File: src/design/fb_pkg.sv
// ================================================
// shared package: 480p timing, colour widths,
// axi address map and state enums
// ================================================
`default_nettype none

package fb_pkg;

    // 640x480 active area and blanking
    localparam int H_RES   = 640;
    localparam int V_RES   = 480;
    localparam int H_FP    = 16;
    localparam int H_SYNC  = 96;
    localparam int H_BP    = 48;
    localparam int V_FP    = 10;
    localparam int V_SYNC  = 2;
    localparam int V_BP    = 33;
    localparam int H_BLANK = H_FP + H_SYNC + H_BP;  // 160
    localparam int V_BLANK = V_FP + V_SYNC + V_BP;  // 45

    localparam int CORDW = 16;         // signed screen coords
    localparam int CHANW = 4;          // bits per channel
    localparam int COLRW = 3 * CHANW;  // rgb
    localparam int CIDXW = 4;          // palette index

    localparam int AXI_AW = 20;
    localparam int AXI_DW = 32;
    localparam logic [AXI_AW-1:0] REG_FRAME_COUNT = AXI_AW'('h20000);

    typedef enum logic [1:0] {AXS_IDLE, AXS_WRITE, AXS_WRESP, AXS_RDATA} axil_state_t;
    typedef enum logic [1:0] {REGION_FB, REGION_PAL, REGION_STATUS, REGION_NONE} region_t;
    typedef enum logic [1:0] {FILL_IDLE, FILL_RUN, FILL_DONE} fill_state_t;

endpackage

`default_nettype wire
File: src/design/line_buffer.sv
// ================================================
// two-bank line store, each pixel read FB_SCALE times
// ================================================
`default_nettype none
`timescale 1ns/1ps

module line_buffer #(
    parameter int FB_WIDTH = 160,
    parameter int FB_SCALE = 4
) (
    input  logic                        clk_pix,
    input  logic                        rst,
    input  logic                        we,
    input  logic [$clog2(FB_WIDTH)-1:0] wcol,
    input  logic                        wbank,
    input  logic [fb_pkg::CIDXW-1:0]    data_in,
    input  logic                        ren,
    input  logic                        rbank,
    output logic [fb_pkg::CIDXW-1:0]    data_out
);

    localparam int COLW = $clog2(FB_WIDTH);
    localparam int REPW = $clog2(FB_SCALE+1);

    logic [fb_pkg::CIDXW-1:0] mem [2][FB_WIDTH];
    logic [COLW-1:0] rcol;
    logic [REPW-1:0] rep;  // repeats of current pixel

    always_ff @(posedge clk_pix) begin
        if (we) mem[wbank][wcol] <= data_in;
        if (ren) data_out <= mem[rbank][rcol];
    end

    // column steps every FB_SCALE enabled cycles
    always_ff @(posedge clk_pix) begin
        if (rst || !ren) begin
            rcol <= '0;
            rep  <= '0;
        end else if (rep == REPW'(FB_SCALE - 1)) begin
            rep  <= '0;
            rcol <= rcol + COLW'(1);
        end else begin
            rep <= rep + REPW'(1);
        end
    end

endmodule

`default_nettype wire

File: config.mk
export PLATFORM = sky130hd
export DESIGN_NAME = line_buffer
export DESIGN_NICKNAME = d
export VERILOG_FILES = /design/src/design/fb_pkg.sv /design/src/design/line_buffer.sv
export SDC_FILE = /design/constraint.sdc
export NUM_CORES = 1
export LEC_CHECK = 0
export BUFFER_PORTS_ARGS = -buffer_cell sky130_fd_sc_hd__clkbuf_2
export CORE_UTILIZATION = 44
export CTS_BUF_LIST = sky130_fd_sc_hd__clkbuf_2
export DETAILED_ROUTE_END_ITERATION = 8
export REMOVE_ABC_BUFFERS = 1
export SKIP_CTS_REPAIR_TIMING = 1
export SKIP_LAST_GASP = 1
export SLEW_MARGIN = 20
export SYNTH_ARGS = -nofsm -noshare
export SYNTH_HDL_FRONTEND = slang
export SYNTH_SLANG_ARGS = --single-unit
export TNS_END_PERCENT = 20
File: constraint.sdc
create_clock -name clk_pix -period 4.1 [get_ports clk_pix]
set_input_delay 0.205 -clock clk_pix [delete_from_list [all_inputs] [get_ports clk_pix]]
set_output_delay 0.205 -clock clk_pix [all_outputs]
set_load 0.005 [all_outputs]
Word level (Yosys, flattened, before mapping)
Memories as Yosys holds them, arrays and structs flattened.
Cells that the tools add are included.
{"block": "totals", "n_memories": 1, "output_inout_bits": 4, "ff_bits": 15, "ramBits": 1280, "elab_cells": 23}
{"block": "classes", "n_lt_le_gt_ge": 3, "add_sub_neg": 2, "eq_ne": 1, "n_bitwise": 2, "n_reduce_logical": 4, "mux": 7}
{"name": "mem", "depth": 2, "width": 640, "read_ports": 1, "rd_ports_with_merged_regs": 0, "wr": 1, "line_no": "line_buffer.sv:25", "rtl": "logic [fb_pkg::CIDXW-1:0] mem [2][FB_WIDTH];"}
{"cell": "$mux 640", "count": 1}
{"cell": "$bmux 4 s8", "count": 1}
{"cell": "$demux 4 s8", "count": 1}
{"cell": "$ge 9x9->1 const B", "count": 2}
{"cell": "$not 8->9", "count": 2}
{"cell": "$mux 4", "count": 3}
{"cell": "$lt 9x1->1 const B", "count": 1}
{"cell": "$add 8x1->8 const B", "count": 1}
{"cell": "$add 3x1->3 const B", "count": 1}
{"cell": "$eq 3x2->1 const B", "count": 1}
{"cell": "$reduce_or 2->1", "count": 1}
{"cell": "$logic_and 1x1->1", "count": 1}
{"cell": "$logic_not 1->1", "count": 1}
{"cell": "$logic_or 1x1->1", "count": 1}
{"cell": "$mux 1", "count": 1}

Longest topological paths before layout
{"block": "logic_depth", "depth_word": 6, "depth_mapped": 11}

Least setup slack after synthesis
No wires, ideal clock.
{"block": "synth_timing", "kind": "register -> register", "from": "register rcol[0]", "to": "register data_out[1] (netlist name) (data pin)", "arrival_time_ps": 2238, "path_slack_ps": 1585, "synth_period_minus_slack_ps": 2515, "setup_ps": 277, "stages_incl_launch_ff": 10, "path_cell_list": "dfxtp_1 > buf_2 > buf_2 > clkbuf_1 > mux4_2 > mux2_2 > a22oi_1 > nand2_1 > a2111oi_2 > o311ai_1"}
{"block": "synth_between", "elab_chain_len": 4}
{"element": "from (decl)", "line_no": "line_buffer.sv:26", "rtl": "logic [COLW-1:0] rcol;"}
{"element": "from (signal assigned)", "line_no": "line_buffer.sv:41", "rtl": "rcol <= rcol + COLW'(1);"}
{"element": "$not 8->9 (implied by the code)", "line_no": "line_buffer.sv:31", "rtl": "if (ren) data_out <= mem[rbank][rcol];"}
{"element": "$bmux 4 s8", "line_no": "line_buffer.sv:31"}
{"element": "$mux 4 (implied by the code) (2 in series)", "line_no": "line_buffer.sv:31"}
{"element": "to (signal assigned)", "line_no": "line_buffer.sv:31"}
{"element": "to (decl)", "line_no": "line_buffer.sv:19", "rtl": "output logic [fb_pkg::CIDXW-1:0] data_out"}
Every way passes these cells. The select of a mux whose other input is x is not followed.
A chain may end at the register's enable or synchronous reset.

Final worst setup path
{"block": "layout_timing", "from": "register rcol[1]", "to": "register data_out[0] (netlist name) (data pin)"}
Same word-level chain as after synthesis.

==> run_results.csv <==
group,metric,value,unit
outcome,result_of_the_run,"finished clean",
detailed_routing,dr.first_iter.drc_count,2949,
detailed_routing,remaining_drc_errors,0,
timing,maxClockFrequency,299,MHz
floorplanning,std_cell_rows,124,
power,fin_total_pwr,23.6,mW
power,net-switching-power,5.54,mW
worst_setup_path,required,5480,ps
worst_setup_path,critical_path.endpoint_type,"flop",
worst_setup_path,timing.critical_path.fanout_max,39,
cts,clk_root_buffer_cell,"sky130_fd_sc_hd__clkbuf_2",
worst_setup_path,cp_num_buf_inv,2,
finish,synthToLayoutAreaGrowth,10.4,%
worst_setup_path,crit_type,"reg -> reg",
timing,worst-slew-pin-transition,1050,ps
global_route,grt_pass1_vias,28500,
finish,area.sequential,38800,sq um
finish,finalCoreUtilization,49.2,%
power,p_clk_share,34.7,%
detailed_routing,total_routed_wire_length_on_the_met1_layer,52.7,mm
synth,post_syn_area,51200,sq um
finish,layout.filler_cells,9593,
timing,hold_violations,0,
finish,final_cells,4777,
synth,synth_enable_flop_cells,1284,
synth,synth_async_sr_flop_share,0,%
synth,postSynthCellCount,2749,
global_route,grtUsageTotal,21.7,%
worst_setup_path,timing.critical_path.arrival,4720,ps
floorplanning,die_area,118000,sq um
detailed_routing,detail_route.wirelength,129,mm
power,powerDensity,417,nW/um^2
synth,yosys_warnings,0,
timing,slew_viol_final,0,
placement,placed_cells,4198,
finish,multi_input_gate_area,11600,sq um
power,static_leakage,18.1,nW
placement,dpl-instance-area,53400,sq um
timing,setup_viol,0,
timing,grt_setup_unrepaired,"no",
detailed_routing,drt-wirelength-per-cell,26.9,um
detailed_routing,drt-vias-per-instance,5.82,
cts,tritoncts,"yes",
cts,h_tree_depth,5,
cts,cts_max_path_buffers,4,
synth,synth_area_per_cell,18.6,sq um
power,vdd_ir_drop_max,314,uV
finish,most_frequent_standard_cell_in_the_layout_excluding_fill_and_tap_cells,"sky130_fd_sc_hd__edfxtp_1",
detailed_routing,drtAntennaViolNets,0,
power,comb_power_share,3.6,%
detailed_routing,met2RoutedLength,62.5,mm
placement,port-buffer-count,21,
timing,finalCriticalPeriod,3340,ps
detailed_routing,wl_met3,10.3,mm
synth,synth_sequential_area_ratio,75.7,%
timing,slew-limit-headroom,29.5,%
global_route,global_route.overflow_total,0,
global_route,antenna_violations_before_repair,13,
detailed_routing,first_pass_iteration_count_of_the_detailed_router,6,
finish,fin_nets,3076,
power,sw_frac_of_total,23.5,%
floorplanning,core_region_area,115000,sq um
placement,place_congestion,0.865,
timing,worst_clock_skew,153,ps
cts,cts.reportedPaths.clkPinSlew,100,ps
global_route,maximum_number_of_pins_on_one_net_before_global_route_repair,152,
synth,number_of_storage_elements_in_the_synthesis_netlist,1295,
finish,commonest_cells_after_routing_fill_and_taps_aside,"sky130_fd_sc_hd__edfxtp_1 (1284), sky130_fd_sc_hd__clkbuf_2 (459), sky130_fd_sc_hd__nor2_1 (349)",
timing,period_share,81.5,%
synth,yosys_most_used_dff,"sky130_fd_sc_hd__edfxtp_1",
finish,post_route_cells_drive_above_1_share,25.2,%
cts,cts_buffers,330,
min_path,min_path_type,"in -> reg",
placement,post_detail_place_hpwl,78.5,mm
worst_setup_path,critical-path-max-stage-delay,830,ps
worst_setup_path,crit_path_cell_trace,"buf_4, or3b_2, buf_12, o221ai_1, a21oi_1, a221oi_1, nor4_1, o311ai_1",
finish,final_area,56500,sq um
global_route,wire_length_of_the_first_global_routing_pass,186,mm
detailed_routing,highest_signal_layer,"met5",
floorplanning,horizontal_die_dimension,343,um
detailed_routing,num_vias,27800,
floorplanning,initial_util,44.6,%
power,share_seq_of_total_power,61.7,%
floorplanning,pin_count,22,
worst_setup_path,startpoint_type,"flop",
worst_setup_path,crit_path_top_delay_cell,"sky130_fd_sc_hd__a221oi_1",
run,maxCapViolCount,0,
floorplanning,floorplan.die.height,343,um
worst_setup_path,cpLargestDelayFamily,"compound AO/OA/AOI/OAI gates",
cts,worstSkewPairLatency,1550,ps
synth,synthDistinctLibCells,44,
power,p_int,18.0,mW
cts,clock_sinks,1295,
[cell families (layout without fill, tap and decap cells)]
kind of cell | count (synthesis) | after routing | share of synthesized area [%]
other | 0 | 12 | 0
AOI/OAI and AO/OA | 312 | 312 | 4.45
adders and majority gates | 3 | 3 | 0.0733
buffers and inverters | 185 | 689 | 1.78
and+or+nand+nor | 489 | 489 | 4.03
xor gates and xnor gates | 6 | 6 | 0.103
DFF | 1295 | 1295 | 75.7
muxes | 459 | 459 | 13.9
[worst min-delay path, stage by stage]
cell,delay (ps)
sky130_fd_sc_hd__dlygate4sd3_1,600
sky130_fd_sc_hd__clkbuf_2,210
sky130_fd_sc_hd__nand3_1,350
sky130_fd_sc_hd__nor2_1,180
[final cells by class]
class / count / share of cell area [%]
sequential: 1295 / 68.6
multi-input combinational: 1269 / 20.4
clock buffer: 443 / 3.92
tap: 1512 / 3.35
timing repair buffer: 154 / 2.75
clock inverter: 87 / 0.850
antenna: 12 / 0.0531
inverter: 5 / 0.0332
[flip-flops by register name, summed over array words and instances (netlist names)]
register and cells:
rcol 8, mem 1280, rep 3, data_out 4
[path summary, 6_finish.rpt]
path           start          end  slack [ps]  cells after the start
max          rcol[1]  data_out[0]         760                      8
min          wcol[3]  mem[0][463]         170                      4
max reg2reg  rcol[1]  data_out[0]         760                      8
min reg2reg   rep[0]       rep[0]         450                      1
[cell usage after synthesis, drive strengths merged, types with 9 or more instances]
master / n / area share, %
mux2: 20 / 0.44
nand4: 9 / 0.11
a221oi: 64 / 1.1
nor2b: 15 / 0.18
o21ai: 37 / 0.36
o22ai: 30 / 0.37
and2: 13 / 0.16
mux4: 198 / 8.7
clkbuf: 107 / 0.78
nand3: 24 / 0.23
a22oi: 56 / 0.82
mux2i: 241 / 4.7
a211oi: 42 / 0.62
nor2: 350 / 2.6
o221ai: 32 / 0.55
edfxtp: 1284 / 75
buf: 73 / 0.96
dfxtp: 11 / 0.43
a21oi: 39 / 0.38
nand2: 45 / 0.33
[metal layers]
layer	track usage (%)	up-vias
li1	-	12000
met1	29.5	14300
met2	35.0	1273
met3	4.30	224
met4	7.49	6
met5	0	-
[stage by stage]
stage | setup WS [ps] | setup TNS, ps | hold slack (ps)
global placement | 791 | 0 | 414
detailed placement | 791 | 0 | 418
global route | 696 | 0 | 85.6
finish | 760 | 0 | 169
floorplan | -4650 | -31990 | 304
CTS | 817 | 0 | -1100
[power groups by stage]
stage	combinational [mW]	clock (mW)	sequential (mW)
6_report	0.857	8.18	14.5
5_1_grt	0.913	9.01	14.5
4_1_cts	0.820	8.38	14.5
3_5_place_dp	0.820	0	14.9
3_3_place_gp	0.801	0	14.9
2_1_floorplan	0.281	0	14.9
(Power assumes the default switching activity.)
