==> src/design/fb_pkg.sv <==
// ================================================
// shared package: 480p timing, colour widths,
// axi address map and state enums
// ================================================
`default_nettype none

package fb_pkg;

    // 640x480 active area and blanking
    localparam int H_RES   = 640;
    localparam int V_RES   = 480;
    localparam int H_FP    = 16;
    localparam int H_SYNC  = 96;
    localparam int H_BP    = 48;
    localparam int V_FP    = 10;
    localparam int V_SYNC  = 2;
    localparam int V_BP    = 33;
    localparam int H_BLANK = H_FP + H_SYNC + H_BP;  // 160
    localparam int V_BLANK = V_FP + V_SYNC + V_BP;  // 45

    localparam int CORDW = 16;         // signed screen coords
    localparam int CHANW = 4;          // bits per channel
    localparam int COLRW = 3 * CHANW;  // rgb
    localparam int CIDXW = 4;          // palette index

    localparam int AXI_AW = 20;
    localparam int AXI_DW = 32;
    localparam logic [AXI_AW-1:0] REG_FRAME_COUNT = AXI_AW'('h20000);

    typedef enum logic [1:0] {AXS_IDLE, AXS_WRITE, AXS_WRESP, AXS_RDATA} axil_state_t;
    typedef enum logic [1:0] {REGION_FB, REGION_PAL, REGION_STATUS, REGION_NONE} region_t;
    typedef enum logic [1:0] {FILL_IDLE, FILL_RUN, FILL_DONE} fill_state_t;

endpackage

`default_nettype wire
==> src/design/disp_if.sv <==
// ================================================
// display timing bundle: coords, sync, de, strobes
// ================================================
`default_nettype none
`timescale 1ns/1ps

interface disp_if;
    logic signed [fb_pkg::CORDW-1:0] sx;  // negative in blanking
    logic signed [fb_pkg::CORDW-1:0] sy;
    logic hsync;  // active low
    logic vsync;  // active low
    logic de;
    logic line;   // first cycle of each line
    logic frame;  // first cycle of each frame

    modport src (output sx, sy, hsync, vsync, de, line, frame);
    modport snk (input sx, sy, hsync, vsync, de, line, frame);
endinterface

`default_nettype wire

==> src/design/display_timing.sv <==
// ================================================
// 640x480 counters with signed coordinates,
// registered sync, de and line/frame strobes
// ================================================
`default_nettype none
`timescale 1ns/1ps

module display_timing (
    input  logic clk_pix,
    input  logic rst,
    disp_if.src  disp
);

    localparam int CORDW = fb_pkg::CORDW;
    localparam logic signed [CORDW-1:0] H_STA  = CORDW'(-fb_pkg::H_BLANK);
    localparam logic signed [CORDW-1:0] V_STA  = CORDW'(-fb_pkg::V_BLANK);
    localparam logic signed [CORDW-1:0] H_END  = CORDW'(fb_pkg::H_RES - 1);
    localparam logic signed [CORDW-1:0] V_END  = CORDW'(fb_pkg::V_RES - 1);
    localparam logic signed [CORDW-1:0] HS_STA = H_STA + CORDW'(fb_pkg::H_FP);
    localparam logic signed [CORDW-1:0] HS_END = HS_STA + CORDW'(fb_pkg::H_SYNC - 1);
    localparam logic signed [CORDW-1:0] VS_STA = V_STA + CORDW'(fb_pkg::V_FP);
    localparam logic signed [CORDW-1:0] VS_END = VS_STA + CORDW'(fb_pkg::V_SYNC - 1);

    logic signed [CORDW-1:0] sx_next;
    logic signed [CORDW-1:0] sy_next;

    // flags come from the next count so they line up with sx/sy
    always_comb begin
        if (disp.sx == H_END) begin
            sx_next = H_STA;
            sy_next = (disp.sy == V_END) ? V_STA : disp.sy + CORDW'(1);
        end else begin
            sx_next = disp.sx + CORDW'(1);
            sy_next = disp.sy;
        end
    end

    always_ff @(posedge clk_pix) begin
        if (rst) begin
            disp.sx    <= H_STA;  // back to frame start
            disp.sy    <= V_STA;
            disp.hsync <= 1'b1;
            disp.vsync <= 1'b1;
            disp.de    <= 1'b0;
            disp.line  <= 1'b0;
            disp.frame <= 1'b0;
        end else begin
            disp.sx    <= sx_next;
            disp.sy    <= sy_next;
            disp.hsync <= ~(sx_next >= HS_STA && sx_next <= HS_END);
            disp.vsync <= ~(sy_next >= VS_STA && sy_next <= VS_END);
            disp.de    <= (sx_next >= 0 && sy_next >= 0);
            disp.line  <= (sx_next == H_STA);
            disp.frame <= (sx_next == H_STA && sy_next == V_STA);
        end
    end

endmodule

`default_nettype wire

==> src/flat_wrapper.sv <==
// flat-port wrapper written by rule: the top's interface ports become plain ports
module display_timing_flat 
  (clk_pix, rst, disp_sx, disp_sy, disp_hsync, disp_vsync, disp_de, disp_line, disp_frame);
  disp_if disp_i ();
  input  logic clk_pix;
  input  logic rst;
  output wire logic [$bits(disp_i.sx)-1:0] disp_sx;
  output wire logic [$bits(disp_i.sy)-1:0] disp_sy;
  output wire logic [$bits(disp_i.hsync)-1:0] disp_hsync;
  output wire logic [$bits(disp_i.vsync)-1:0] disp_vsync;
  output wire logic [$bits(disp_i.de)-1:0] disp_de;
  output wire logic [$bits(disp_i.line)-1:0] disp_line;
  output wire logic [$bits(disp_i.frame)-1:0] disp_frame;
  assign disp_sx = disp_i.sx;
  assign disp_sy = disp_i.sy;
  assign disp_hsync = disp_i.hsync;
  assign disp_vsync = disp_i.vsync;
  assign disp_de = disp_i.de;
  assign disp_line = disp_i.line;
  assign disp_frame = disp_i.frame;
  display_timing u_core (.clk_pix(clk_pix), .rst(rst), .disp(disp_i));
endmodule
==> config.mk <==
export PLATFORM = sky130hd
export DESIGN_NAME = display_timing_flat
export DESIGN_NICKNAME = d
export VERILOG_FILES = /design/src/design/fb_pkg.sv /design/src/design/disp_if.sv /design/src/design/display_timing.sv /design/src/flat_wrapper.sv
export SDC_FILE = /design/constraint.sdc
export NUM_CORES = 1
export LEC_CHECK = 0
export ABC_AREA = 1
export BUFFER_PORTS_ARGS = -buffer_cell sky130_fd_sc_hd__buf_2
export CAP_MARGIN = 20
export CORE_MARGIN = 5
export CORE_UTILIZATION = 55
export DETAILED_ROUTE_END_ITERATION = 10
export GPL_TIMING_DRIVEN = 0
export HOLD_SLACK_MARGIN = 0.08
export PLACE_DENSITY = 0.89
export REMOVE_ABC_BUFFERS = 1
export SYNTH_ARGS = -nofsm -noshare
export SYNTH_HDL_FRONTEND = slang
export SYNTH_SLANG_ARGS = --single-unit
==> constraint.sdc <==
create_clock -name clk_pix -period 2.1 [get_ports clk_pix]
set_clock_uncertainty 0.05 [all_clocks]
set_input_delay 0.105 -clock clk_pix [delete_from_list [all_inputs] [get_ports clk_pix]]
set_output_delay 0.105 -clock clk_pix [all_outputs]
set_load 0.03 [all_outputs]
## Yosys cells after proc, flatten, opt, wreduce, memory -nomap -nowiden

Index checks and enable logic that the tools add are counted.
Widths: inputs -> output; s select.

- Input bits: 2
- Flip-flop bits (word level): 37
- Output and inout bits: 37

- Add/sub/neg operators: 2
- Multiplexer cells: 3
- Bitwise gates (word level): 2
- $lt $le $gt $ge: 6
- Equality and inequality tests: 4
- Reductions and logical operators: 4

Operators by type and width:

| kind | count |
|---|---|
| $mux 16 | 3 |
| $add 16x2->16 const B | 2 |
| $ge 16x1->1 const B | 2 |
| $le 16x7->1 const B | 2 |
| $eq 16x10->1 const B | 1 |
| $eq 16x11->1 const B | 1 |
| $eq 16x7->1 const B | 1 |
| $eq 16x9->1 const B | 1 |
| $ge 16x7->1 const B | 1 |
| $ge 16x9->1 const B | 1 |
| $logic_and 1x1->1 | 4 |
| $not 1->1 | 2 |

## Logic depth before layout (Yosys ltp)

- Depth after elaboration: 6
- Gate-level depth with buffers: 16

## Worst setup path after synthesis

No wires, ideal clock.

- Kind: reg-to-reg
- From: register u_core.disp.sx[1]
- To: register u_core.disp.vsync
- Setup slack: 59 ps
- Data required time: 1936 ps
- Path buffers: 1
- Period minus slack after synthesis: 2041 ps
- Library setup time: 114 ps
- Stages on the path, launching flop included: 16
- Arrival: 1877 ps
- Cell sequence: dfxtp_1 -> ha_1 -> nand2_1 -> nor2_4 -> nand2_2 -> inv_2 -> nand2_2 -> buf_6 -> nand2_1 -> o21ai_0 -> nor2_1 -> nand2_1 -> nor2_1 -> nand2_1 -> nor2_1 -> nand2_1

- Word-level cells in the longest chain between the ends: 5
- Elaborated cells on any way between the ends: 6
- Classes of those cells: 2 x order compare; 1 x eq/ne; 1 x mux; 1 x bitwise; 1 x reduce/logical

RTL lines:

| what | RTL line | source |
|---|---|---|
| from (decl) | disp_if.sv:16 | `modport src (output sx, sy, hsync, vsync, de, line, frame);` |
| from (signal assigned) | display_timing.sv:48 | `disp.sx <= sx_next;` |
| $eq 16x11->1 * | display_timing.sv:29 | `if (disp.sx == H_END) begin` |
| $mux 16 * | display_timing.sv:29 |  |
| $ge 16x7->1 or $le 16x7->1 (tied branches) | display_timing.sv:51 | `disp.vsync <= ~(sy_next >= VS_STA && sy_next <= VS_END);` |
| $logic_and 1x1->1 * | display_timing.sv:51 |  |
| $not 1->1 * | display_timing.sv:51 |  |
| to (signal assigned) | display_timing.sv:51 |  |
| to (decl) | disp_if.sv:16 |  |

Mark *: on every way between the ends. The rest lies on a longest branch, timed or not.
A chain may end at the register's enable or synchronous reset.

==> metrics.csv <==
metric;value;unit
layout.cells.non_filler;539;
synth.top_cells.by_count;143 x nand2_1, 69 x nor2_1, 54 x nand3_1;
regArea;762;sq um
ant_nets;0;
crit_path_end_kind;flip-flop;
slew_violations;0;
cts_max_path_buffers;2;
grt_pass1_wl;11.8;mm
netlist_area;2550;sq um
dpl-instance-area;2750;sq um
tritoncts;yes;
gp_congestion;0.921;
root_buffer;clkbuf_8;
die_w;78.1;um
status;complete, no violations;
grt_overflow_total;0;
reg2reg_depth;12;
drive_gt1_share;23.8;%
hold_ws;0.498;ns
slew_headroom;42.1;%
post_drt_wl_per_cell;13.9;um
power.density;451;nW/um^2
htree_levels;2;
p_comb_share;3.9;%
report.final.setup_viol;0;
worst_pin_slew;0.864;ns
grt_antenna_before_repair;0;
path_clk_slew;0.09;ns
pwr-share-clk;45.7;%
avgViaCountPerCell;5.68;
synthMuxAreaShare;0;%
synth_cell_types;24;
internal-power;1.08;mW
synthSimpleGateAreaFrac;56.0;%
synth-main-ff-cell;dfxtp_1;
critPathKind;in -> reg;
ys_warn_count;0;
fin_area;3140;sq um
hold_path_class;reg -> reg;
hpwl;4.69;mm
period_share;96.3;%
synthCells;434;
syn_to_final_growth;23.2;%
first_pass_iters;7;
synthMostInstantiatedCell;nand2_1;
holdPathStages;2;
synth_area_leaders;dfxtp_1 29%, nand2_1 21%, nand3_1 11%;
clk_latency;0.31;ns
cellLeakagePower;1.74;nW
multi_input_area;1660;sq um
crit_arrival;2.17;ns
fill_cells;344;
ioPinCount;39;
synthXorXnorAreaFrac;1.03;%
die-area;6100;sq um
hold_viol_final;0;
finalNetCount;492;
port_buffers;38;
cts_sinks;37;
synth-edff-count;0;
synth_compound_area_share;1.57;%
cts_made_buffers;5;
switchingPower;337;uW
synth_top_family_by_area;simple AND/OR/NAND/NOR gates;
dp.cells;516;
num_antenna_cells;0;
final_util;71.1;%
rows;24;
period_needed;2.02;ns
first_iter_violations;528;
fmax;495;MHz
worstPathMaxFanout;26;
drc;0;
irDropWorstVdd;0.316;mV
async_reset_ff_share;0;%
vias;3062;
synth-seq-cells;37;
wirelength;7.48;mm
yosysTopAreaCell;dfxtp_1;
track_usage;23.0;%
synthAdderAreaFrac;1.96;%
synth.top_cell.area_share;29.1;%
setup.worst_path.start_class;input pin;
grt_max_degree;31;
worstPathRequired;2.25;ns
seq_area_frac_synth;29.1;%
switching_share;23.8;%
avgSynthCellArea;5.87;sq um
fp.coreArea;4410;sq um
die_y;78.1;um
cap_violations;0;
grt_pass1_vias;2647;
initial_core_util;57.7;%
sequentialPowerShare;50.4;%
## layout make-up
class | instances | share of cell area, %
Clock inverter | 3 | 1.47
Tap cell | 52 | 2.07
Clock buffer | 5 | 2.19
Inverter | 56 | 6.77
Sequential cell | 37 | 24.3
Timing Repair Buffer | 52 | 10.3
Multi-Input combinational cell | 334 | 52.9
## repair_timing
item / CTS / global route
cloned: 0 / 1
hold buffers: 1 / 0
endpoints found under the setup margin: 4 / 2
gates resized for setup: 9 / 35
hold endpoints to repair: 8 / 0
pin swaps: 2 / 12
setup buffers: 4 / 9
## placed cells by master (no fill, tap or decap), drive strengths merged, types with 5 or more instances in the layout
cell type / netlist / layout
nand2: 150 / 151
nor2: 82 / 82
nand3: 57 / 57
inv: 54 / 54
buf: 5 / 51
dfxtp: 37 / 37
nand4: 23 / 23
o21ai: 7 / 7
clkbuf: 3 / 5
## critical path, cell delays in order
cell and delay (ns):
dlygate4sd3_1 0.52, buf_2 0.22, clkinv_1 0.72, nand4_1 0.38, nor2_1 0.07, nand4_1 0.10, nor2_1 0.06
## cell families (layout without fill, tap and decap cells)
logic type	count (synthesis)	count (layout)
and+or+nand+nor	318	319
AOI/OAI and AO/OA	8	8
buffers and inverters	64	116
DFF	37	37
adders and majority gates	4	4
xor gates and xnor gates	3	3
## routing by layer
metal  routed length (um)  vias up  GRT usage [%]
li1                     -     1484              -
met1                 3010     1344           30.1
met2                 3440      193           37.5
met3                  711       41           3.43
met4                  308        0           9.80
met5                    0        -              0
## power by group through the flow
stage | clock network, mW | registers (mW) | logic (mW)
6_report | 0.648 | 0.714 | 0.0549
5_1_grt | 0.690 | 0.714 | 0.0584
4_1_cts | 0.646 | 0.715 | 0.0466
3_5_place_dp | 0 | 0.730 | 0.0446
3_3_place_gp | 0 | 0.730 | 0.0438
2_1_floorplan | 0 | 0.741 | 0.0170
## path summary, 6_finish.rpt
kind	startpoint	end	slack (ns)
hold / removal	u_core.disp.sx[15]$_SDFF_PP1_	u_core.disp.sx[15]$_SDFF_PP1_	0.50
hold reg to reg	u_core.disp.sx[15]$_SDFF_PP1_	u_core.disp.sx[15]$_SDFF_PP1_	0.50
setup / recovery	rst	u_core.disp.frame$_SDFF_PP0_	0.08
setup reg to reg	u_core.disp.sy[0]$_SDFF_PP1_	u_core.disp.vsync$_SDFF_PP1_	0.09
## metrics by stage
stage | TNS (ns) | setup WS (ns) | power [mW]
final | 0 | 0.0783 | 1.42
after global routing | -0.127 | -0.101 | 1.46
after CTS | 0 | 0.00217 | 1.41
after detailed placement | -0.534 | -0.227 | 0.775
after global placement | -0.465 | -0.219 | 0.773
after floorplan | -0.148 | -0.136 | 0.758
## flip-flops by register name, indices dropped and copies added, names as in the netlist
signal,flops
u_core.disp.frame,1
u_core.disp.de,1
u_core.disp.sy,16
u_core.disp.vsync,1
u_core.disp.hsync,1
u_core.disp.sx,16
u_core.disp.line,1
No activity file was read; power rests on OpenSTA's default activity.
