`src/design/fb_pkg.sv`:
```
// ================================================
// shared package: 480p timing, colour widths,
// axi address map and state enums
// ================================================
`default_nettype none

package fb_pkg;

    // 640x480 active area and blanking
    localparam int H_RES   = 640;
    localparam int V_RES   = 480;
    localparam int H_FP    = 16;
    localparam int H_SYNC  = 96;
    localparam int H_BP    = 48;
    localparam int V_FP    = 10;
    localparam int V_SYNC  = 2;
    localparam int V_BP    = 33;
    localparam int H_BLANK = H_FP + H_SYNC + H_BP;  // 160
    localparam int V_BLANK = V_FP + V_SYNC + V_BP;  // 45

    localparam int CORDW = 16;         // signed screen coords
    localparam int CHANW = 4;          // bits per channel
    localparam int COLRW = 3 * CHANW;  // rgb
    localparam int CIDXW = 4;          // palette index

    localparam int AXI_AW = 20;
    localparam int AXI_DW = 32;
    localparam logic [AXI_AW-1:0] REG_FRAME_COUNT = AXI_AW'('h20000);

    typedef enum logic [1:0] {AXS_IDLE, AXS_WRITE, AXS_WRESP, AXS_RDATA} axil_state_t;
    typedef enum logic [1:0] {REGION_FB, REGION_PAL, REGION_STATUS, REGION_NONE} region_t;
    typedef enum logic [1:0] {FILL_IDLE, FILL_RUN, FILL_DONE} fill_state_t;

endpackage

`default_nettype wire
```
`src/design/disp_if.sv`:
```
// ================================================
// display timing bundle: coords, sync, de, strobes
// ================================================
`default_nettype none
`timescale 1ns/1ps

interface disp_if;
    logic signed [fb_pkg::CORDW-1:0] sx;  // negative in blanking
    logic signed [fb_pkg::CORDW-1:0] sy;
    logic hsync;  // active low
    logic vsync;  // active low
    logic de;
    logic line;   // first cycle of each line
    logic frame;  // first cycle of each frame

    modport src (output sx, sy, hsync, vsync, de, line, frame);
    modport snk (input sx, sy, hsync, vsync, de, line, frame);
endinterface

`default_nettype wire

```
`src/design/line_scaler_ctrl.sv`:
```
// ================================================
// line buffer scheduling: row fetch fsm, bank swap,
// read enable and paint window
// ================================================
`default_nettype none
`timescale 1ns/1ps

module line_scaler_ctrl #(
    parameter int FB_WIDTH  = 160,
    parameter int FB_HEIGHT = 120,
    parameter int FB_SCALE  = 4
) (
    input  logic clk_pix,
    input  logic rst,
    disp_if.snk  disp,
    output logic [$clog2(FB_WIDTH*FB_HEIGHT)-1:0] fb_addr,
    output logic                                   lb_we,
    output logic [$clog2(FB_WIDTH)-1:0]            lb_wcol,
    output logic                                   lb_wbank,
    output logic                                   lb_ren,
    output logic                                   lb_rbank,
    output logic                                   paint
);

    localparam int LAT   = 3;  // lb read, palette read, output reg
    localparam int ADDRW = $clog2(FB_WIDTH*FB_HEIGHT);
    localparam int COLW  = $clog2(FB_WIDTH);
    localparam int ROWW  = $clog2(FB_HEIGHT);
    localparam int SUBW  = $clog2(FB_SCALE+1);
    localparam int IMG_W = FB_WIDTH * FB_SCALE;
    localparam int IMG_H = FB_HEIGHT * FB_SCALE;

    fb_pkg::fill_state_t state;
    logic [SUBW-1:0] sub_cnt;   // repeat of the coming line
    logic [ROWW-1:0] row_cnt;   // fb row of the coming line
    logic [COLW-1:0] rd_col;
    logic [ROWW-1:0] fill_row;
    logic            start_fill;
    logic            swap;
    logic [LAT-2:0]  paint_pipe;

    // decided at the line strobe for line sy+1
    always_comb begin
        start_fill = 1'b0;
        fill_row   = row_cnt + ROWW'(1);
        swap       = 1'b0;
        if (disp.line) begin
            if (disp.sy == -1) begin  // first image line next
                start_fill = 1'b1;
                fill_row   = '0;
            end else if (disp.sy >= 0 && disp.sy < IMG_H - 1) begin
                start_fill = (sub_cnt == SUBW'(FB_SCALE - 1));
            end
            swap = (disp.sy >= 0 && disp.sy < IMG_H && sub_cnt == '0);
        end
    end

    always_ff @(posedge clk_pix) begin
        if (rst) begin
            sub_cnt  <= '0;
            row_cnt  <= '0;
            lb_rbank <= 1'b0;
        end else if (disp.line) begin
            lb_rbank <= lb_rbank ^ swap;
            if (disp.sy == -1) begin
                sub_cnt <= '0;
                row_cnt <= '0;
            end else if (disp.sy >= 0 && disp.sy < IMG_H - 1) begin
                if (start_fill) begin
                    sub_cnt <= '0;
                    row_cnt <= fill_row;
                end else begin
                    sub_cnt <= sub_cnt + SUBW'(1);
                end
            end
        end
    end

    // row fetch, one read per cycle
    always_ff @(posedge clk_pix) begin
        if (rst) begin
            state    <= fb_pkg::FILL_IDLE;
            lb_wbank <= 1'b1;
        end else begin
            case (state)
                fb_pkg::FILL_IDLE: begin
                    if (start_fill) begin
                        fb_addr  <= ADDRW'(fill_row * FB_WIDTH);
                        rd_col   <= '0;
                        lb_wbank <= ~(lb_rbank ^ swap);  // bank not on screen
                        state    <= fb_pkg::FILL_RUN;
                    end
                end
                fb_pkg::FILL_RUN: begin
                    fb_addr <= fb_addr + ADDRW'(1);
                    rd_col  <= rd_col + COLW'(1);
                    if (rd_col == COLW'(FB_WIDTH - 1)) state <= fb_pkg::FILL_DONE;
                end
                default: state <= fb_pkg::FILL_IDLE;  // last write lands
            endcase
        end
    end

    always_ff @(posedge clk_pix) begin
        lb_wcol <= rd_col;  // ram data arrives a cycle after the read
        if (rst) lb_we <= 1'b0;
        else lb_we <= (state == fb_pkg::FILL_RUN);
    end

    // enable one cycle before the window so lb reads at sx
    always_ff @(posedge clk_pix) begin
        if (rst) begin
            lb_ren     <= 1'b0;
            paint_pipe <= '0;
        end else begin
            lb_ren <= (disp.sy >= 0 && disp.sy < IMG_H && disp.sx >= -1 && disp.sx < IMG_W - 1);
            paint_pipe <= {paint_pipe[LAT-3:0], lb_ren};
        end
    end

    assign paint = paint_pipe[LAT-2];  // lines up with palette out

endmodule

`default_nettype wire

```
`src/flat_wrapper.sv`:
```
// flat-port wrapper written by rule: the top's interface ports become plain ports
module line_scaler_ctrl_flat 
#(
    parameter int FB_WIDTH  = 160,
    parameter int FB_HEIGHT = 120,
    parameter int FB_SCALE  = 4
)
  (clk_pix, rst, fb_addr, lb_we, lb_wcol, lb_wbank, lb_ren, lb_rbank, paint, disp_sx, disp_sy, disp_hsync, disp_vsync, disp_de, disp_line, disp_frame);
  disp_if disp_i ();
  input  logic clk_pix;
  input  logic rst;
  output logic [$clog2(FB_WIDTH*FB_HEIGHT)-1:0] fb_addr;
  output logic lb_we;
  output logic [$clog2(FB_WIDTH)-1:0] lb_wcol;
  output logic lb_wbank;
  output logic lb_ren;
  output logic lb_rbank;
  output logic paint;
  input wire logic [$bits(disp_i.sx)-1:0] disp_sx;
  input wire logic [$bits(disp_i.sy)-1:0] disp_sy;
  input wire logic [$bits(disp_i.hsync)-1:0] disp_hsync;
  input wire logic [$bits(disp_i.vsync)-1:0] disp_vsync;
  input wire logic [$bits(disp_i.de)-1:0] disp_de;
  input wire logic [$bits(disp_i.line)-1:0] disp_line;
  input wire logic [$bits(disp_i.frame)-1:0] disp_frame;
  assign disp_i.sx = disp_sx;
  assign disp_i.sy = disp_sy;
  assign disp_i.hsync = disp_hsync;
  assign disp_i.vsync = disp_vsync;
  assign disp_i.de = disp_de;
  assign disp_i.line = disp_line;
  assign disp_i.frame = disp_frame;
  line_scaler_ctrl #(.FB_WIDTH(FB_WIDTH), .FB_HEIGHT(FB_HEIGHT), .FB_SCALE(FB_SCALE)) u_core (.clk_pix(clk_pix), .rst(rst), .disp(disp_i), .fb_addr(fb_addr), .lb_we(lb_we), .lb_wcol(lb_wcol), .lb_wbank(lb_wbank), .lb_ren(lb_ren), .lb_rbank(lb_rbank), .paint(paint));
endmodule
```
`config.mk`:
```
export PLATFORM = sky130hd
export DESIGN_NAME = line_scaler_ctrl_flat
export DESIGN_NICKNAME = d
export VERILOG_FILES = /design/src/design/fb_pkg.sv /design/src/design/disp_if.sv /design/src/design/line_scaler_ctrl.sv /design/src/flat_wrapper.sv
export SDC_FILE = /design/constraint.sdc
export NUM_CORES = 1
export LEC_CHECK = 0
export ABC_AREA = 1
export BUFFER_PORTS_ARGS = -buffer_cell sky130_fd_sc_hd__buf_2
export CAP_MARGIN = 20
export CORE_MARGIN = 5
export CORE_UTILIZATION = 31
export DETAILED_ROUTE_END_ITERATION = 10
export GPL_ROUTABILITY_DRIVEN = 0
export GPL_TIMING_DRIVEN = 0
export PLACE_DENSITY = 0.58
export SLEW_MARGIN = 25
export SYNTH_ARGS = -nofsm -noshare
export SYNTH_HDL_FRONTEND = slang
export SYNTH_SLANG_ARGS = --single-unit
```
`constraint.sdc`:
```
create_clock -name clk_pix -period 3.8 [get_ports clk_pix]
set_input_delay 0.19 -clock clk_pix [delete_from_list [all_inputs] [get_ports clk_pix]]
set_output_delay 0.19 -clock clk_pix [all_outputs]
set_load 0.005 [all_outputs]
```
# Word-level counts from Yosys, hierarchy flattened
# Cells that the tools add are included.
[op_classes]
addsub = 4
multipliers = 1
n_lt_le_gt_ge = 5
eq_ne = 6
muxes = 19
bitwise_logic = 3
n_reduce_logical = 15
[op_table]
columns = ["op", "n"]
rows = [
  ["$mux W7", 5],
  ["$ge A16 B1 Y1 const B", 2],
  ["$lt A16 B10 Y1 const B", 2],
  ["$pmux W15 S2", 1],
  ["$eq A16 B1 Y1 const B", 1],
  ["$lt A16 B11 Y1 const B", 1],
  ["$pmux W8 S2", 1],
  ["$add A15 B1 Y15 const B", 1],
  ["$mux W15", 1],
  ["$mul A7 B3 Y10 const B", 1],
  ["$mux W3", 3],
  ["$add A8 B1 Y8 const B", 1],
  ["$eq A8 B8 Y1 const B", 1],
  ["$mux W8", 1],
  ["$add A7 B1 Y7 const B", 1],
  ["$reduce_and A2 Y1", 3],
  ["$reduce_and A3 Y1", 2],
  ["$reduce_bool A2 Y1", 3],
  ["$logic_and A1 B1 Y1", 5],
  ["$mux W1", 4],
  ["$mux W2", 2],
  ["$ne A2 B1 Y1 const B", 2],
  ["$pmux W2 S2", 1],
  ["$add A3 B1 Y3 const B", 1],
  ["6 further kinds", 7],
]
[word_totals]
register_bits = 49
output_inout_bits = 28
word_cells = 64

# Depth between registers and ports, before layout
[logic_depth]
ltp_word = 8
depth_mapped = 17
ltp_nobuf = 17

# Worst setup path before layout
# Ideal clock, no wire load.
[synth_path]
kind = "input to register"
startpoint = "in disp_sy[0]"
endpoint = "reg u_core.fb_addr[0], enable pin"
arrival_time_ns = 2.097
required_ns = 3.389
setup_slack_ns = 1.293
path_stages = 8
path_buffers = 0
cell_sequence = "nand2_1 > nor2_1 > inv_1 > nor2_2 > nand3_2 > nand2_4 > nand2_4 > a21oi_1"
[synth_via]
elab_chain_cells = 7
elab_cells_between_ends = 9
cone_classes = "order compare: 2; eq/ne: 2; mux: 3; reduce/logical: 2"
[synth_rtl]
columns = ["item", "line", "text"]
rows = [
  ["from (decl)", "flat_wrapper.sv:20", "input wire logic [$bits(disp_i.sy)-1:0] disp_sy;"],
  ["$ge A16 B1 Y1 / $lt A16 B10 Y1 (equally long branches)", "line_scaler_ctrl.sv:51", "end else if (disp.sy >= 0 && disp.sy < IMG_H - 1) begin"],
  ["$logic_and A1 B1 Y1", "line_scaler_ctrl.sv:51", ""],
  ["$mux W1", "line_scaler_ctrl.sv:51", ""],
  ["$mux W1 *", "line_scaler_ctrl.sv:48", "if (disp.sy == -1) begin"],
  ["$mux W1 *", "line_scaler_ctrl.sv:47", "if (disp.line) begin"],
  ["$ne A2 B1 Y1 (no line) *", "--", ""],
  ["$reduce_and A3 Y1 (no line) *", "--", ""],
  ["to (signal assigned)", "line_scaler_ctrl.sv:88", "fb_addr <= ADDRW'(fill_row * FB_WIDTH);"],
  ["to (signal assigned)", "line_scaler_ctrl.sv:95", "fb_addr <= fb_addr + ADDRW'(1);"],
  ["to (decl)", "line_scaler_ctrl.sv:16", "output logic [$clog2(FB_WIDTH*FB_HEIGHT)-1:0] fb_addr,"],
]
# Every way passes the cells marked *; elsewhere a longest branch is shown, timed or not.
# A chain may end at the register's enable or synchronous reset.

# Final worst setup path
[layout_path]
startpoint = "reg u_core.row_cnt[0]"
endpoint = "reg u_core.fb_addr[14], data pin"
[layout_via]
elab_chain_cells = 6
[layout_rtl]
columns = ["item", "line", "text"]
rows = [
  ["from (decl)", "line_scaler_ctrl.sv:35", "logic [ROWW-1:0] row_cnt;"],
  ["from (signal assigned)", "line_scaler_ctrl.sv:71", "row_cnt <= fill_row;"],
  ["$add A7 B1 Y7 *", "line_scaler_ctrl.sv:45", "fill_row = row_cnt + ROWW'(1);"],
  ["$mux W7", "line_scaler_ctrl.sv:48", ""],
  ["$mux W7 *", "line_scaler_ctrl.sv:47", ""],
  ["$mul A7 B3 Y10 *", "line_scaler_ctrl.sv:88", ""],
  ["$mux W15 *", "line_scaler_ctrl.sv:87", "if (start_fill) begin"],
  ["$pmux W15 S2 *", "line_scaler_ctrl.sv:85", "case (state)"],
]
# Every way passes the cells marked *; elsewhere a longest branch is shown, timed or not. The select of a mux whose other input is x is not followed.

==> metrics.txt <==
Max-slew headroom 0.681; area of the mapped netlist 0.00283 mm2; Overall Power 0.912 mW; GRT Total Usage 0.109; largest net degree at the start of global routing 18; Reg2Reg Depth 12; Hold Path Class in -> reg; period utilization 0.726; CP arrival 2.83 ns; Startpoint Class register; Cells after DPL 543; syn_nets 427; final std cells w/o fill 551; min-delay src rst; antenna cells 0; NumNets Final 497; Starting Density 0.322; synth top area cells edfxtp_1 (24%), dfxtp_1 (18%), nand2_1 (11%); critical path endpoint category register; H-Tree Depth 2; worst r2r src u_core.row_cnt[0]; drc violations 0; Final setup viols 0; actual slew at the worst max-slew pin 0.479 ns; DPL Wire Length 4.89 mm; Tmin final 2.76 ns; Worst-Skew Late Latency 0.30 ns; post-synthesis instance total 372; R2R setup slack 1.04 ns; Seq/Total Area, Yosys 0.427; max-cap viol count 0; Die Wd 106 um; FF+latch count, synth 49; CP required 3.87 ns; worst ir drop on vdd 0.159 mV; IO buf count 62; Worst Hold Path EP u_core.row_cnt[6]; Hold Crit Depth 2; area leader, netlist edfxtp_1; Routed Antenna Nets 0; io pins 67; Post-DP Area 0.00331 mm2; Power Density 268 mW/mm2; Setup Skew 0.00522 ns; Final Util 0.386; CP Max Fanout 5; P_leak 1.52 nW; pre-CTS setup slack 0.912 ns; clock-pin slew of the registers on the worst-case setup and hold paths 0.09 ns; routing usage on met1 0.147; global-route wire length before repair 10.3 mm; Via Count 2533; Post CTS Setup Buffer Count 0; RSZ-0062 raised after global routing false; Vias/cell 4.60; met2 GRT Util 0.177; TritonCTS clock tree built; Slew Limit Fails 0; cts bufs inserted 5; setup ws final 1.04 ns; root buf cell clkbuf_8; initial antenna violation count 0; drt first-iter violations 78; # resized after CTS 0; Syn Area/Cell 7.62 um2; Avg WL per Cell 11.0 um; Syn. warnings 0; hold bufs inserted after CTS 0; Cell variety after synth 29; # fillers 919; Synth top area share 0.244; GRT met3 Usage 0.0306; full die area 0.0112 mm2; most common cell after layout, fill and taps aside nand2_1; FP Rows 34; vias in the first global route 2403; clock sink total 49; CTS max path bufs 2; Design Area, Final 0.00340 mm2; Core ar. 0.00881 mm2; outcome complete, no violations; Die Y-Extent 106 um; CP Class reg -> reg; Max Freq 0.362 GHz; Setup Total Neg Slack 0 ns; Crit Reg-Reg Endpoint u_core.fb_addr[14]; most frequent cells in the layout nand2_1 (84), buf_2 (62), nor2_1 (53); most used routing layer met2; worst hold margin 0.132 ns; first-pass detailed-route iteration total 4; layout cells sized above 1 0.194; Setup crit start u_core.row_cnt[0]; final hold vios 0; GRT Residual Overflow 0; final wirelength 6.06 mm; Layout Area Growth over Synthesis 20.0%
==> worst max-delay path by stage <==
stage                                     to  slack (ns)  depth (start not counted)
after floorplan            u_core.fb_addr[0]        1.29                          8
after global placement    u_core.fb_addr[12]        0.47                          9
after detailed placement  u_core.fb_addr[14]        0.91                         17
after CTS                 u_core.fb_addr[14]        1.05                         12
after global routing      u_core.fb_addr[14]        0.83                         17
final                     u_core.fb_addr[14]        1.04                         12
==> state kept, by name, summed over array words and instances, names as in the netlist <==
register           flops
u_core.fb_addr        15
u_core.lb_wcol         8
u_core.rd_col          8
u_core.row_cnt         7
u_core.sub_cnt         3
u_core.paint_pipe      2
u_core.state           2
u_core.lb_rbank        1
u_core.lb_ren          1
u_core.lb_wbank        1
u_core.lb_we           1
==> synth_stat cells, drive strengths merged <==
cell and instances:
xnor2 5, nand2 88, dfxtp 26, edfxtp 23
o211ai 2, inv 52, nand3 28, ha 15
a21oi 24, fa 1, o21ai 15, nor2 57
o21bai 2, nand3b 2, xor2 7, nor3 8
clkbuf 3, nor4 2, buf 1, or2 1
nand4 9, nor3b 1
==> kinds of logic after synthesis <==
group / count (synthesis) / share of synthesized area
AOI/OAI and AO/OA: 43 / 0.0795
xor gates and xnor gates: 12 / 0.0371
adders and majority gates: 16 / 0.0733
buffers and inverters: 56 / 0.0768
DFF: 49 / 0.427
and+or+nand+nor: 196 / 0.306
==> area by class of cell <==
cell class                      count  area (um2)  area share
Sequential cell                    49        1210       0.356
Timing Repair Buffer               63         325      0.0957
Multi-Input combinational cell    267        1420       0.417
Clock buffer                        5        68.8      0.0202
Clock inverter                      3        25.0     0.00736
Buffer                              4        22.5     0.00662
Inverter                           52         195      0.0574
Tap cell                          108         135      0.0397
==> power by group <==
part           total, mW  switching (mW)  internal, mW
combinational     0.0414          0.0220        0.0194
clock              0.324           0.189         0.135
sequential         0.547       0.0000547         0.547
==> critical path, stage by stage, from the launching register on <==
cell and delay, ns:
dfxtp_1 0.46, ha_1 0.22, nand3_1 0.12, xor2_1 0.26, nor2_1 0.11, ha_1 0.35
fa_1 0.48, nand3_1 0.10, nand2_1 0.09, a21oi_1 0.14, nor2_1 0.06, nand2_1 0.08
nand2_1 0.06
==> routing by layer <==
metal	vias up	share of wire
met3	5	0.076
met4	0	0.0064
met1	1096	0.49
li1	1357	-
met2	75	0.43
met5	-	0
No activity file was read; power rests on OpenSTA's default activity.
